File: config.mk
export PLATFORM = sky130hd
export DESIGN_NAME = ddr3_controller
export DESIGN_NICKNAME = d
export VERILOG_FILES = /design/src/logic/ddr3_pkg.sv /design/src/logic/ddr3_controller.sv /design/src/logic/ddr3_data_path.sv /design/src/logic/ddr3_command_scheduler.sv /design/src/logic/ddr3_init_sequencer.sv /design/src/logic/ddr3_clock_divider.sv
export SDC_FILE = /design/constraint.sdc
export NUM_CORES = 1
export LEC_CHECK = 0
export ABC_AREA = 1
export BUFFER_PORTS_ARGS = -buffer_cell sky130_fd_sc_hd__buf_4
export CELL_PAD_IN_SITES_DETAIL_PLACEMENT = 2
export CELL_PAD_IN_SITES_GLOBAL_PLACEMENT = 2
export CORE_MARGIN = 2
export CORE_UTILIZATION = 33
export DETAILED_ROUTE_END_ITERATION = 6
export PLACE_DENSITY = 0.84
export SLEW_MARGIN = 30
export SYNTH_ARGS = -nofsm -noshare
export SYNTH_HDL_FRONTEND = slang
export SYNTH_SLANG_ARGS = --single-unit
File: constraint.sdc
create_clock -name clk -period 4.4 [get_ports clk]
set_clock_uncertainty 0.1 [all_clocks]
set_input_delay 0.88 -clock clk [delete_from_list [all_inputs] [get_ports clk]]
set_output_delay 0.88 -clock clk [all_outputs]
set_load 0.005 [all_outputs]
File: src/logic/ddr3_pkg.sv
package ddr3_pkg;

	// geometry of the 2 Gb x16 part
	localparam int ROW_BITS = 15;
	localparam int BANK_BITS = 3;
	localparam int DQ_BITS = 16;
	localparam int USER_ADDR_BITS = BANK_BITS + ROW_BITS;  // bank sits above the row

	localparam int A10_BIT = 10;  // auto-precharge on column commands, all banks on precharge
	localparam int A12_BIT = 12;  // high asks for the full burst and not a burst chop
	localparam int BURST_LEN = 8;  // data ticks in one BL8 burst

	// host clk cycles per DRAM clock, DLL-off mode runs the part slowly
	localparam int DIVIDE_RATIO = 4;

	// every tick counter in the design has this width
	localparam int TIMER_BITS = 15;
	typedef logic [TIMER_BITS-1:0] timer_t;

	// MR0 selects fixed BL8, the CL field, DLL reset and a write recovery of 5
	localparam logic [ROW_BITS-1:0] MR0_VALUE = 15'h0310;
	localparam logic [ROW_BITS-1:0] MR1_VALUE = 15'h0003;  // DLL off, 34 ohm driver, no AL
	localparam logic [ROW_BITS-1:0] MR2_VALUE = 15'h0000;  // lowest CWL and no dynamic ODT
	localparam logic [ROW_BITS-1:0] MR3_VALUE = 15'h0000;  // MPR stays off

	// the code is cs_n, ras_n, cas_n, we_n from msb to lsb
	typedef enum logic [3:0] {
		CMD_MRS = 4'b0000,
		CMD_REF = 4'b0001,
		CMD_PRE = 4'b0010,
		CMD_ACT = 4'b0011,
		CMD_WR = 4'b0100,
		CMD_RD = 4'b0101,
		CMD_ZQ = 4'b0110,
		CMD_NOP = 4'b0111,
		CMD_DES = 4'b1111  // only cs_n matters for deselect
	} cmd_t;

	// states of the run-time scheduler once init is over
	typedef enum logic [2:0] {
		ST_IDLE,
		ST_ACTIVATE,
		ST_WRITE,
		ST_WRITE_DATA,
		ST_READ,
		ST_READ_DATA,
		ST_PRECHARGE,
		ST_REFRESH
	} sched_state_t;

	// up to eight refreshes may be pulled in ahead of time
	localparam int REFRESH_CREDIT_MAX = 8;
	localparam int REFRESH_URGENT_LEVEL = 3;  // at or below this refresh beats user traffic
	typedef logic [$clog2(REFRESH_CREDIT_MAX + 1)-1:0] credit_t;

	// default timing in DRAM clock ticks for a 20 ns clk divided by four (80 ns ck)
	localparam int T_RESET_ACTIVE = 2500;  // 200 us with RESET# low
	localparam int T_CKE_INACTIVE = 6250;  // 500 us with CKE low after RESET# rises
	localparam int T_XPR = 5;  // larger of tRFC plus 10 ns and five clocks
	localparam int T_MRD = 4;
	localparam int T_MOD = 12;
	localparam int T_ZQINIT = 512;
	localparam int T_RCD = 1;  // 13.91 ns is well inside one slow tick
	localparam int T_RP = 1;
	localparam int T_RFC = 2;  // 110 ns
	localparam int T_CWL = 6;  // DLL-off mode only supports CWL of 6
	localparam int T_CL = 6;
	localparam int T_REFI = 97;  // 7.8 us average refresh interval

endpackage
File: src/logic/ddr3_controller.sv
module ddr3_controller #(
	parameter int DIVIDE_RATIO = ddr3_pkg::DIVIDE_RATIO,
	parameter int T_RESET_ACTIVE = ddr3_pkg::T_RESET_ACTIVE,
	parameter int T_CKE_INACTIVE = ddr3_pkg::T_CKE_INACTIVE,
	parameter int T_XPR = ddr3_pkg::T_XPR,
	parameter int T_MRD = ddr3_pkg::T_MRD,
	parameter int T_MOD = ddr3_pkg::T_MOD,
	parameter int T_ZQINIT = ddr3_pkg::T_ZQINIT,
	parameter int T_RCD = ddr3_pkg::T_RCD,
	parameter int T_RP = ddr3_pkg::T_RP,
	parameter int T_RFC = ddr3_pkg::T_RFC,
	parameter int T_CWL = ddr3_pkg::T_CWL,
	parameter int T_CL = ddr3_pkg::T_CL,
	parameter int T_REFI = ddr3_pkg::T_REFI
) (
	input logic clk,
	input logic reset,

	// user request side, one request in flight at a time
	input logic i_req_valid,
	input logic i_req_write,
	input logic [ddr3_pkg::USER_ADDR_BITS-1:0] i_req_addr,
	input logic [ddr3_pkg::DQ_BITS-1:0] i_req_wdata,
	output logic o_req_ready,
	output logic o_rsp_valid,  // read data comes back without back-pressure
	output logic [ddr3_pkg::DQ_BITS-1:0] o_rsp_data,

	// DRAM clock and command pins
	output logic o_ck,
	output logic o_ck_n,
	output logic o_cke,
	output logic o_reset_n,
	output logic o_cs_n,
	output logic o_ras_n,
	output logic o_cas_n,
	output logic o_we_n,
	output logic [ddr3_pkg::BANK_BITS-1:0] o_ba,
	output logic [ddr3_pkg::ROW_BITS-1:0] o_addr,

	// DQ and DQS split into out, enable and in halves at the pad ring
	output logic [ddr3_pkg::DQ_BITS-1:0] o_dq,
	output logic o_dq_oe,
	output logic o_dqs,
	output logic o_dqs_n,
	output logic o_dqs_oe,
	input logic [ddr3_pkg::DQ_BITS-1:0] i_dq,
	input logic i_dqs,
	input logic i_dqs_n
);

	logic phase_tick;  // one pulse per DRAM clock, at the 90 degree point
	logic dqs_phase_hi;
	logic dqs_phase_lo;
	logic write_window;
	logic strobe_window;  // opens a tick ahead of the data for the write preamble
	logic read_window;
	logic [ddr3_pkg::DQ_BITS-1:0] wdata;

	ddr3_clock_divider #(
		.DIVIDE_RATIO(DIVIDE_RATIO)
	) clock_divider_i (
		.clk(clk),
		.reset(reset),
		.o_ck(o_ck),
		.o_ck_n(o_ck_n),
		.o_phase_tick(phase_tick),
		.o_dqs_phase_hi(dqs_phase_hi),
		.o_dqs_phase_lo(dqs_phase_lo)
	);

	ddr3_command_scheduler #(
		.T_RESET_ACTIVE(T_RESET_ACTIVE),
		.T_CKE_INACTIVE(T_CKE_INACTIVE),
		.T_XPR(T_XPR),
		.T_MRD(T_MRD),
		.T_MOD(T_MOD),
		.T_ZQINIT(T_ZQINIT),
		.T_RCD(T_RCD),
		.T_RP(T_RP),
		.T_RFC(T_RFC),
		.T_CWL(T_CWL),
		.T_CL(T_CL),
		.T_REFI(T_REFI)
	) command_scheduler_i (
		.clk(clk),
		.reset(reset),
		.i_phase_tick(phase_tick),
		.i_req_valid(i_req_valid),
		.i_req_write(i_req_write),
		.i_req_addr(i_req_addr),
		.i_req_wdata(i_req_wdata),
		.o_req_ready(o_req_ready),
		.o_cs_n(o_cs_n),
		.o_ras_n(o_ras_n),
		.o_cas_n(o_cas_n),
		.o_we_n(o_we_n),
		.o_ba(o_ba),
		.o_addr(o_addr),
		.o_cke(o_cke),
		.o_reset_n(o_reset_n),
		.o_write_window(write_window),
		.o_strobe_window(strobe_window),
		.o_read_window(read_window),
		.o_wdata(wdata)
	);

	ddr3_data_path #(
		.DIVIDE_RATIO(DIVIDE_RATIO)
	) data_path_i (
		.clk(clk),
		.reset(reset),
		.i_dqs_phase_hi(dqs_phase_hi),
		.i_dqs_phase_lo(dqs_phase_lo),
		.i_write_window(write_window),
		.i_strobe_window(strobe_window),
		.i_read_window(read_window),
		.i_wdata(wdata),
		.i_dq(i_dq),
		.i_dqs(i_dqs),
		.i_dqs_n(i_dqs_n),
		.o_dq(o_dq),
		.o_dq_oe(o_dq_oe),
		.o_dqs(o_dqs),
		.o_dqs_n(o_dqs_n),
		.o_dqs_oe(o_dqs_oe),
		.o_rsp_valid(o_rsp_valid),
		.o_rsp_data(o_rsp_data)
	);

endmodule

File: src/logic/ddr3_data_path.sv
module ddr3_data_path #(
	parameter int DIVIDE_RATIO = ddr3_pkg::DIVIDE_RATIO
) (
	input logic clk,
	input logic reset,
	input logic i_dqs_phase_hi,
	input logic i_dqs_phase_lo,
	input logic i_write_window,
	input logic i_strobe_window,
	input logic i_read_window,
	input logic [ddr3_pkg::DQ_BITS-1:0] i_wdata,
	input logic [ddr3_pkg::DQ_BITS-1:0] i_dq,
	input logic i_dqs,
	input logic i_dqs_n,
	output logic [ddr3_pkg::DQ_BITS-1:0] o_dq,
	output logic o_dq_oe,
	output logic o_dqs,
	output logic o_dqs_n,
	output logic o_dqs_oe,
	output logic o_rsp_valid,
	output logic [ddr3_pkg::DQ_BITS-1:0] o_rsp_data
);

	// half a DRAM period in clk cycles is where the incoming word gets sampled
	localparam int CW = $clog2(DIVIDE_RATIO) + 1;
	localparam logic [CW-1:0] HALF = CW'(DIVIDE_RATIO / 2);

	logic strobe_level;  // differential strobe seen as one level
	logic strobe_prev;
	logic window_prev;
	logic [CW-1:0] delay;  // zero means no capture pending

	// write side, strobe idles low with its complement high outside the window
	always_ff @(posedge clk)
	begin
		if (reset)
		begin
			o_dq_oe <= 1'b0;
			o_dqs_oe <= 1'b0;
		end
		else
		begin
			o_dq_oe <= i_write_window;
			o_dqs_oe <= i_strobe_window;  // a tick early so the preamble reaches the part
		end
	end

	always_ff @(posedge clk)
	begin
		o_dq <= i_wdata;
		o_dqs <= i_strobe_window & i_dqs_phase_hi;  // quarter shift centres DQS in the DQ eye
		o_dqs_n <= i_strobe_window ? i_dqs_phase_lo : 1'b1;
	end

	// read side, each strobe edge inside the window restarts the capture delay
	assign strobe_level = i_dqs & ~i_dqs_n;

	always_ff @(posedge clk)
	begin
		if (reset)
		begin
			strobe_prev <= 1'b0;
			window_prev <= 1'b0;
			delay <= '0;
		end
		else
		begin
			strobe_prev <= strobe_level;
			window_prev <= i_read_window;
			if (i_read_window && (strobe_level != strobe_prev))
				delay <= 1;
			else if (delay == HALF)
				delay <= '0;
			else if (delay != '0)
				delay <= delay + 1'b1;
		end
	end

	always_ff @(posedge clk)
	begin
		if (delay == HALF)
			o_rsp_data <= i_dq;  // last word sampled wins
	end

	// the burst is over once the read window drops
	assign o_rsp_valid = window_prev & ~i_read_window;

endmodule

File: src/logic/ddr3_command_scheduler.sv
module ddr3_command_scheduler #(
	parameter int T_RESET_ACTIVE = ddr3_pkg::T_RESET_ACTIVE,
	parameter int T_CKE_INACTIVE = ddr3_pkg::T_CKE_INACTIVE,
	parameter int T_XPR = ddr3_pkg::T_XPR,
	parameter int T_MRD = ddr3_pkg::T_MRD,
	parameter int T_MOD = ddr3_pkg::T_MOD,
	parameter int T_ZQINIT = ddr3_pkg::T_ZQINIT,
	parameter int T_RCD = ddr3_pkg::T_RCD,
	parameter int T_RP = ddr3_pkg::T_RP,
	parameter int T_RFC = ddr3_pkg::T_RFC,
	parameter int T_CWL = ddr3_pkg::T_CWL,
	parameter int T_CL = ddr3_pkg::T_CL,
	parameter int T_REFI = ddr3_pkg::T_REFI
) (
	input logic clk,
	input logic reset,
	input logic i_phase_tick,
	input logic i_req_valid,
	input logic i_req_write,
	input logic [ddr3_pkg::USER_ADDR_BITS-1:0] i_req_addr,
	input logic [ddr3_pkg::DQ_BITS-1:0] i_req_wdata,
	output logic o_req_ready,
	output logic o_cs_n,
	output logic o_ras_n,
	output logic o_cas_n,
	output logic o_we_n,
	output logic [ddr3_pkg::BANK_BITS-1:0] o_ba,
	output logic [ddr3_pkg::ROW_BITS-1:0] o_addr,
	output logic o_cke,
	output logic o_reset_n,
	output logic o_write_window,
	output logic o_strobe_window,
	output logic o_read_window,
	output logic [ddr3_pkg::DQ_BITS-1:0] o_wdata
);

	localparam ddr3_pkg::timer_t REFI_LAST = ddr3_pkg::timer_t'(T_REFI - 1);

	ddr3_pkg::cmd_t init_cmd;
	ddr3_pkg::cmd_t run_cmd;
	logic [ddr3_pkg::BANK_BITS-1:0] init_ba;
	logic [ddr3_pkg::ROW_BITS-1:0] init_addr;
	logic [ddr3_pkg::ROW_BITS-1:0] run_addr;
	logic init_done;
	ddr3_pkg::sched_state_t state;
	ddr3_pkg::timer_t timer;
	ddr3_pkg::timer_t last_tick;
	ddr3_pkg::timer_t refi_timer;
	ddr3_pkg::credit_t credit;  // refreshes the part is still owed in advance
	logic [ddr3_pkg::USER_ADDR_BITS-1:0] req_addr;
	logic req_write;
	logic urgent;
	logic state_done;
	logic credit_inc;
	logic credit_dec;

	ddr3_init_sequencer #(
		.T_RESET_ACTIVE(T_RESET_ACTIVE),
		.T_CKE_INACTIVE(T_CKE_INACTIVE),
		.T_XPR(T_XPR),
		.T_MRD(T_MRD),
		.T_MOD(T_MOD),
		.T_ZQINIT(T_ZQINIT)
	) init_sequencer_i (
		.clk(clk),
		.reset(reset),
		.i_phase_tick(i_phase_tick),
		.o_cmd(init_cmd),
		.o_ba(init_ba),
		.o_addr(init_addr),
		.o_cke(o_cke),
		.o_reset_n(o_reset_n),
		.o_init_done(init_done)
	);

	assign urgent = (credit <= ddr3_pkg::REFRESH_URGENT_LEVEL);
	assign state_done = (timer == last_tick);
	assign credit_inc = (state == ddr3_pkg::ST_PRECHARGE) && state_done;  // REFRESH goes out now
	assign credit_dec = (refi_timer == REFI_LAST);

	// a request only goes in on the idle tick that turns it into an ACTIVATE
	assign o_req_ready = i_phase_tick && init_done && (state == ddr3_pkg::ST_IDLE)
		&& !urgent && i_req_valid;

	// how long each state lasts, in ticks, minus one
	always_comb
	begin
		case (state)
			ddr3_pkg::ST_ACTIVATE: last_tick = ddr3_pkg::timer_t'(T_RCD - 1);
			ddr3_pkg::ST_WRITE: last_tick = ddr3_pkg::timer_t'(T_CWL - 1);
			ddr3_pkg::ST_READ: last_tick = ddr3_pkg::timer_t'(T_CL - 1);
			ddr3_pkg::ST_WRITE_DATA: last_tick = ddr3_pkg::timer_t'(ddr3_pkg::BURST_LEN);
			ddr3_pkg::ST_READ_DATA: last_tick = ddr3_pkg::timer_t'(ddr3_pkg::BURST_LEN);
			ddr3_pkg::ST_PRECHARGE: last_tick = ddr3_pkg::timer_t'(T_RP - 1);
			ddr3_pkg::ST_REFRESH: last_tick = ddr3_pkg::timer_t'(T_RFC - 1);
			default: last_tick = '0;  // idle decides on every tick
		endcase
	end

	// refresh credit only starts once the part is up
	always_ff @(posedge clk)
	begin
		if (reset)
		begin
			credit <= '0;
			refi_timer <= '0;
		end
		else if (i_phase_tick && init_done)
		begin
			refi_timer <= credit_dec ? '0 : refi_timer + 1'b1;
			if (credit_inc && !credit_dec && credit != ddr3_pkg::REFRESH_CREDIT_MAX)
				credit <= credit + 1'b1;
			else if (credit_dec && !credit_inc && credit != '0)
				credit <= credit - 1'b1;
		end
	end

	always_ff @(posedge clk)
	begin
		if (reset)
		begin
			state <= ddr3_pkg::ST_IDLE;
			timer <= '0;
			run_cmd <= ddr3_pkg::CMD_DES;
		end
		else if (i_phase_tick && init_done)
		begin
			run_cmd <= ddr3_pkg::CMD_NOP;  // a command lives for one tick only
			timer <= state_done ? '0 : timer + 1'b1;
			case (state)
				ddr3_pkg::ST_IDLE:
				begin
					// urgent refresh first, then the user, then topping up the credit
					if (urgent || (!i_req_valid && credit != ddr3_pkg::REFRESH_CREDIT_MAX))
					begin
						run_cmd <= ddr3_pkg::CMD_PRE;
						state <= ddr3_pkg::ST_PRECHARGE;
					end
					else if (i_req_valid)
					begin
						run_cmd <= ddr3_pkg::CMD_ACT;
						state <= ddr3_pkg::ST_ACTIVATE;
					end
				end
				ddr3_pkg::ST_ACTIVATE:
				begin
					if (state_done)
					begin
						run_cmd <= req_write ? ddr3_pkg::CMD_WR : ddr3_pkg::CMD_RD;
						state <= req_write ? ddr3_pkg::ST_WRITE : ddr3_pkg::ST_READ;
					end
				end
				ddr3_pkg::ST_WRITE:
					if (state_done) state <= ddr3_pkg::ST_WRITE_DATA;
				ddr3_pkg::ST_READ:
					if (state_done) state <= ddr3_pkg::ST_READ_DATA;
				ddr3_pkg::ST_PRECHARGE:
				begin
					if (state_done)
					begin
						run_cmd <= ddr3_pkg::CMD_REF;
						state <= ddr3_pkg::ST_REFRESH;
					end
				end
				default:
					if (state_done) state <= ddr3_pkg::ST_IDLE;  // both data states and refresh
			endcase
		end
	end

	// request fields are captured at the handshake and held for the whole access
	always_ff @(posedge clk)
	begin
		if (o_req_ready)
		begin
			req_addr <= i_req_addr;
			req_write <= i_req_write;
			o_wdata <= i_req_wdata;
		end
	end

	// the row for ACTIVATE, otherwise A10 and A12 forced high for BL8 with auto-precharge
	always_comb
	begin
		run_addr = req_addr[ddr3_pkg::ROW_BITS-1:0];
		if (state != ddr3_pkg::ST_ACTIVATE)
		begin
			run_addr[ddr3_pkg::A10_BIT] = 1'b1;  // also makes the PRECHARGE hit all banks
			run_addr[ddr3_pkg::A12_BIT] = 1'b1;
		end
	end

	// init owns the pins until it is done and then hands them over for good
	assign {o_cs_n, o_ras_n, o_cas_n, o_we_n} = init_done ? run_cmd : init_cmd;
	assign o_ba = init_done ? req_addr[ddr3_pkg::USER_ADDR_BITS-1 -: ddr3_pkg::BANK_BITS] : init_ba;
	assign o_addr = init_done ? run_addr : init_addr;

	assign o_write_window = (state == ddr3_pkg::ST_WRITE_DATA);
	assign o_strobe_window = o_write_window || (state == ddr3_pkg::ST_WRITE && state_done);
	assign o_read_window = (state == ddr3_pkg::ST_READ_DATA);

endmodule

File: src/logic/ddr3_init_sequencer.sv
module ddr3_init_sequencer #(
	parameter int T_RESET_ACTIVE = ddr3_pkg::T_RESET_ACTIVE,
	parameter int T_CKE_INACTIVE = ddr3_pkg::T_CKE_INACTIVE,
	parameter int T_XPR = ddr3_pkg::T_XPR,
	parameter int T_MRD = ddr3_pkg::T_MRD,
	parameter int T_MOD = ddr3_pkg::T_MOD,
	parameter int T_ZQINIT = ddr3_pkg::T_ZQINIT
) (
	input logic clk,
	input logic reset,
	input logic i_phase_tick,
	output ddr3_pkg::cmd_t o_cmd,
	output logic [ddr3_pkg::BANK_BITS-1:0] o_ba,
	output logic [ddr3_pkg::ROW_BITS-1:0] o_addr,
	output logic o_cke,
	output logic o_reset_n,
	output logic o_init_done
);

	// the power-up steps in the order the part needs them, the state simply counts up
	typedef enum logic [3:0] {
		INIT_RESET,
		INIT_CKE_LOW,
		INIT_XPR,
		INIT_MR2,
		INIT_MR3,
		INIT_MR1,
		INIT_MR0,
		INIT_ZQ,
		INIT_DONE
	} init_state_t;

	init_state_t state;
	ddr3_pkg::timer_t timer;  // ticks spent in the current step
	ddr3_pkg::timer_t last_tick;
	logic first_tick;

	assign first_tick = (timer == '0);
	assign o_init_done = (state == INIT_DONE);  // sticks until the next reset

	always_ff @(posedge clk)
	begin
		if (reset)
		begin
			state <= INIT_RESET;
			timer <= '0;
		end
		else if (i_phase_tick && !o_init_done)
		begin
			if (timer == last_tick)
			begin
				state <= init_state_t'(state + 1'b1);
				timer <= '0;
			end
			else
				timer <= timer + 1'b1;
		end
	end

	// the pins decode straight from state and timer, which only move on a tick
	always_comb
	begin
		o_cmd = ddr3_pkg::CMD_NOP;
		o_ba = '0;
		o_addr = '0;
		o_cke = 1'b1;
		o_reset_n = 1'b1;
		last_tick = '0;
		case (state)
			INIT_RESET:
			begin
				o_cmd = ddr3_pkg::CMD_DES;
				o_cke = 1'b0;
				o_reset_n = 1'b0;  // RESET# held low while the supplies settle
				last_tick = ddr3_pkg::timer_t'(T_RESET_ACTIVE - 1);
			end
			INIT_CKE_LOW:
			begin
				o_cmd = ddr3_pkg::CMD_DES;
				o_cke = 1'b0;  // ck already runs, CKE stays low a while longer
				last_tick = ddr3_pkg::timer_t'(T_CKE_INACTIVE - 1);
			end
			INIT_XPR:
				last_tick = ddr3_pkg::timer_t'(T_XPR - 1);
			// each MRS goes out once, bank and value stay on the bus for the whole gap
			INIT_MR2:
			begin
				o_cmd = first_tick ? ddr3_pkg::CMD_MRS : ddr3_pkg::CMD_NOP;
				o_ba = 3'd2;
				o_addr = ddr3_pkg::MR2_VALUE;
				last_tick = ddr3_pkg::timer_t'(T_MRD - 1);
			end
			INIT_MR3:
			begin
				o_cmd = first_tick ? ddr3_pkg::CMD_MRS : ddr3_pkg::CMD_NOP;
				o_ba = 3'd3;
				o_addr = ddr3_pkg::MR3_VALUE;
				last_tick = ddr3_pkg::timer_t'(T_MRD - 1);
			end
			INIT_MR1:
			begin
				o_cmd = first_tick ? ddr3_pkg::CMD_MRS : ddr3_pkg::CMD_NOP;
				o_ba = 3'd1;
				o_addr = ddr3_pkg::MR1_VALUE;
				last_tick = ddr3_pkg::timer_t'(T_MRD - 1);
			end
			INIT_MR0:
			begin
				o_cmd = first_tick ? ddr3_pkg::CMD_MRS : ddr3_pkg::CMD_NOP;
				o_ba = 3'd0;
				o_addr = ddr3_pkg::MR0_VALUE;
				last_tick = ddr3_pkg::timer_t'(T_MOD - 1);  // tMOD before any non-MRS command
			end
			INIT_ZQ:
			begin
				o_cmd = first_tick ? ddr3_pkg::CMD_ZQ : ddr3_pkg::CMD_NOP;
				o_addr[ddr3_pkg::A10_BIT] = 1'b1;  // A10 high makes it the long calibration
				last_tick = ddr3_pkg::timer_t'(T_ZQINIT - 1);
			end
			default:
				o_cmd = ddr3_pkg::CMD_NOP;
		endcase
	end

endmodule

File: src/logic/ddr3_clock_divider.sv
module ddr3_clock_divider #(
	parameter int DIVIDE_RATIO = ddr3_pkg::DIVIDE_RATIO
) (
	input logic clk,
	input logic reset,
	output logic o_ck,
	output logic o_ck_n,
	output logic o_phase_tick,
	output logic o_dqs_phase_hi,
	output logic o_dqs_phase_lo
);

	// ck toggles every half period, so the counter only spans half a DRAM clock
	localparam int HALF = DIVIDE_RATIO / 2;
	localparam int CW = (HALF > 1) ? $clog2(HALF) : 1;
	localparam logic [CW-1:0] HALF_LAST = CW'(HALF - 1);
	localparam logic [CW-1:0] QUARTER = CW'(DIVIDE_RATIO / 4);  // 90 degrees in clk cycles

	logic [CW-1:0] half_count;
	logic [CW-1:0] half_next;
	logic ck_r;
	logic ck_next;
	logic early;  // still inside the first quarter of the current half

	assign half_next = (half_count == HALF_LAST) ? '0 : half_count + 1'b1;
	assign ck_next = (half_count == HALF_LAST) ? ~ck_r : ck_r;
	assign early = (half_next < QUARTER);

	// every output is registered from the next counter value so they all line up with ck
	always_ff @(posedge clk)
	begin
		if (reset)
		begin
			half_count <= '0;
			ck_r <= 1'b0;
			o_phase_tick <= 1'b0;
			o_dqs_phase_hi <= 1'b0;
			o_dqs_phase_lo <= 1'b1;
		end
		else
		begin
			half_count <= half_next;
			ck_r <= ck_next;
			o_dqs_phase_hi <= ck_next ^ early;  // ck delayed by a quarter period
			o_dqs_phase_lo <= ~(ck_next ^ early);
			o_phase_tick <= ck_next & (half_next == QUARTER);  // rising point of the shifted clock
		end
	end

	assign o_ck = ck_r;
	assign o_ck_n = ~ck_r;  // the true complement, no extra skew from a second flop

endmodule

==> metrics.md <==
| Metric | Value |
|---|---|
| Clock Latency Late Sink | `0.44 ns` |
| Die area | `19800 um2` |
| CP dominant cell by count | `nand2_1` |
| Critical Path Fanout Max | `6` |
| Worst-path cell chain | `ha_1 > nand3_1 > nand2_1 > nor2_2 > nand2_1 > nand3_1 > o21ai_0 > nand2_1 > buf_4` |
| Drt drc | `0` |
| Setup WS post-layout | `0.737 ns` |
| Post-synth top area share | `29.2%` |
| CP startpoint kind | `register` |
| Post-synthesis instance area | `6170 um2` |
| Setup TNS | `0 ns` |
| RSZ-0062 raised after global routing | `false` |
| Post-synthesis cell type count | `45` |
| Critical Path AT | `2.68 ns` |
| Io pins | `120` |
| Share of post-route cells with drive strength above 1 | `22.4%` |
| F_max | `273 MHz` |
| Synth-to-layout area growth | `28.9%` |
| Max-slew violations | `0` |
| Worst setup path startpoint | `command_scheduler_i.init_sequencer_i.state[0]` |
| RR Startpoint | `command_scheduler_i.state[2]` |
| Antenna viol nets, final | `0` |
| Ranking of synthesized cells by area | `dfxtp_1 29%, edfxtp_1 25%, nand2_1 9.1%` |
| Worst-path clk slew | `0.07 ns` |
| DR WL/cell | `18.4 um` |
| Leak | `3.38 nW` |
| Final net count | `913` |
| Max incr delay on CP | `0.52 ns` |
| GRT overflow | `0` |
| DP HPWL | `13900 um` |
| Post-synth EDFFs | `51` |
| CTS tree | `built` |
| Port bufs | `119` |
| Detailed Route WL | `20000 um` |
| Postcts setup bufs | `0` |
| Max Buffers Root-to-Sink | `2` |
| Setup Crit Path Kind | `reg2out` |
| Hold Vio Cnt, Final | `0` |
| Effective utilization at floorplan | `33.3%` |
| CTS H-tree depth | `4` |
| Setup violations, final | `0` |
| # rows | `50` |
| Post-Syn Nets | `783` |
| Post_cts resized | `0` |
| Core Region | `18500 um2` |
| Worst slew pin tran | `0.684 ns` |
| Post-synthesis cell count | `711` |
| Worst Hold Launch | `command_scheduler_i.o_wdata[3]` |
| Non-Filler Instances | `1088` |
| Outcome | `completed` |
| Period utilisation layout | `83.2%` |
| Placed cell count | `1056` |
| Register bit count reported by yosys | `141` |
| Pre-antenna DRT Iters | `4` |
| Max stage delay cell, worst path | `o21ai_0` |
| Number of global-route vias before repair | `6007` |
| VDD IR-drop max | `0.294 mV` |
| Async SR Flop Fraction | `0%` |
| Commonest non-fill, non-tap cell in the layout | `nand2_1` |
| Die W | `141 um` |
| Top FF cell, synth | `dfxtp_1` |
| Mean Syn Cell Area | `8.68 um2` |
| Worst Hold Class | `reg2reg` |
| CTS Hold Buffers Added | `0` |
| Max_slew headroom | `54.4%` |
| Num CTS Buffers | `17` |
| Drt initial violations | `241` |
| Max-Cap Viols | `0` |
| Overall power | `0.00294 W` |
| Via count | `5362` |
| Cell taking the most area after synthesis | `dfxtp_1` |
| Critical Path RT | `3.42 ns` |
| Largest net degree at the start of global routing | `36` |
| Antenna Cells | `0` |
| Global Route Usage Sum | `21.2%` |
| Most frequent cells in the layout | `150 x nand2_1, 123 x buf_4, 95 x nor2_1, 90 x inv_1, 90 x dfxtp_1` |
| Initial antenna violation count | `0` |
| First-pass GRT wire length | `32400 um` |
| CTS sink cnt | `141` |
| Seq/Total Area, Yosys | `54.0%` |
| Synth Warn # | `0` |
| Root Driver | `clkbuf_16` |
| Critical Path End Type | `output pin` |
| Placer Congestion | `0.819` |
| Min Tclk post-route | `3.66 ns` |
| Routed vias/inst | `4.93` |
| Dpl ws | `1.34 ns` |
| Vert. Die Dim | `141 um` |
| Power Density | `369 nW/um2` |
cell usage after synthesis (all sizes together), types with 4 or more instances:
cell and number:
nand2 155, nor2 106, inv 91, dfxtp 90, edfxtp 51, nand3 47, a21oi 28, nor3 25
o21ai 22, nand4 19, xor2 18, ha 15, clkbuf 7, buf 5, nor3b 5, a31oi 4
or2 4
state kept, by name, summed over array words and instances (netlist names), 3 cells and up:
name	cells
command_scheduler_i.run_cmd	4
data_path_i.o_dq	16
command_scheduler_i.state	3
command_scheduler_i.o_wdata	16
command_scheduler_i.req_addr	18
data_path_i.delay	3
command_scheduler_i.timer	15
command_scheduler_i.init_sequencer_i.timer	15
command_scheduler_i.refi_timer	15
command_scheduler_i.credit	4
data_path_i.o_rsp_data	16
command_scheduler_i.init_sequencer_i.state	4
stage by stage:
stage / hold slack (ns) / utilization [%] / cell area (um2)
floorplan: 0.223 / - / 6170
global placement: 0.223 / 39.6 / 7330
detailed placement: 0.229 / 39.6 / 7330
CTS: 0.250 / 42.9 / 7950
global route: 0.256 / 42.9 / 7950
finish: 0.247 / 42.9 / 7950
kinds of logic after synthesis:
group	after synthesis	share of synthesized area, %
buffers and inverters	105	6.69
AOI/OAI and AO/OA	63	5.92
xor gates and xnor gates	21	2.98
adders and majority gates	16	3.37
and+or+nand+nor	365	27.0
DFF	141	54.0
worst max-delay path: cells and delay by family (launching register included):
family                     cells  cell delay (ns)
AOI/OAI and AO/OA              1             0.52
buffers and inverters          1             0.16
adders and majority gates      1             0.33
DFF                            1             0.43
and+or+nand+nor                6             0.80
routing by layer:
layer	up-vias	track usage (%)	routed length, um
met1	2640	22.5	7730
li1	2586	-	-
met3	35	5.43	756
met2	101	40.3	11100
met4	0	7.32	503
met5	-	0	0
power by group:
| group | switching (W) | internal [W] |
|---|---|---|
| clock | 0.000704 | 0.000774 |
| combinational | 0.0000465 | 0.0000481 |
| sequential | 0.00000577 | 0.00136 |
layout make-up:
cell class | instances | area [um2]
clock buffers | 17 | 425
clock inverters | 15 | 194
fillers | 2091 | 10600
inverters | 93 | 350
multi-input cells | 465 | 2430
flip-flops and latches | 141 | 3330
well taps | 234 | 293
repair buffers | 123 | 923
final timing paths:
| kind | slack, ns | endpoint | depth (start not counted) |
|---|---|---|---|
| worst min-delay path | 0.25 | data_path_i.o_dq[3] | 0 |
| worst max-delay path | 0.74 | o_cas_n | 9 |
| worst min register to register | 0.25 | data_path_i.o_dq[3] | 0 |
| worst max register to register | 1.35 | command_scheduler_i.credit[3] | 14 |
Power figures use the tool's default switching activity.
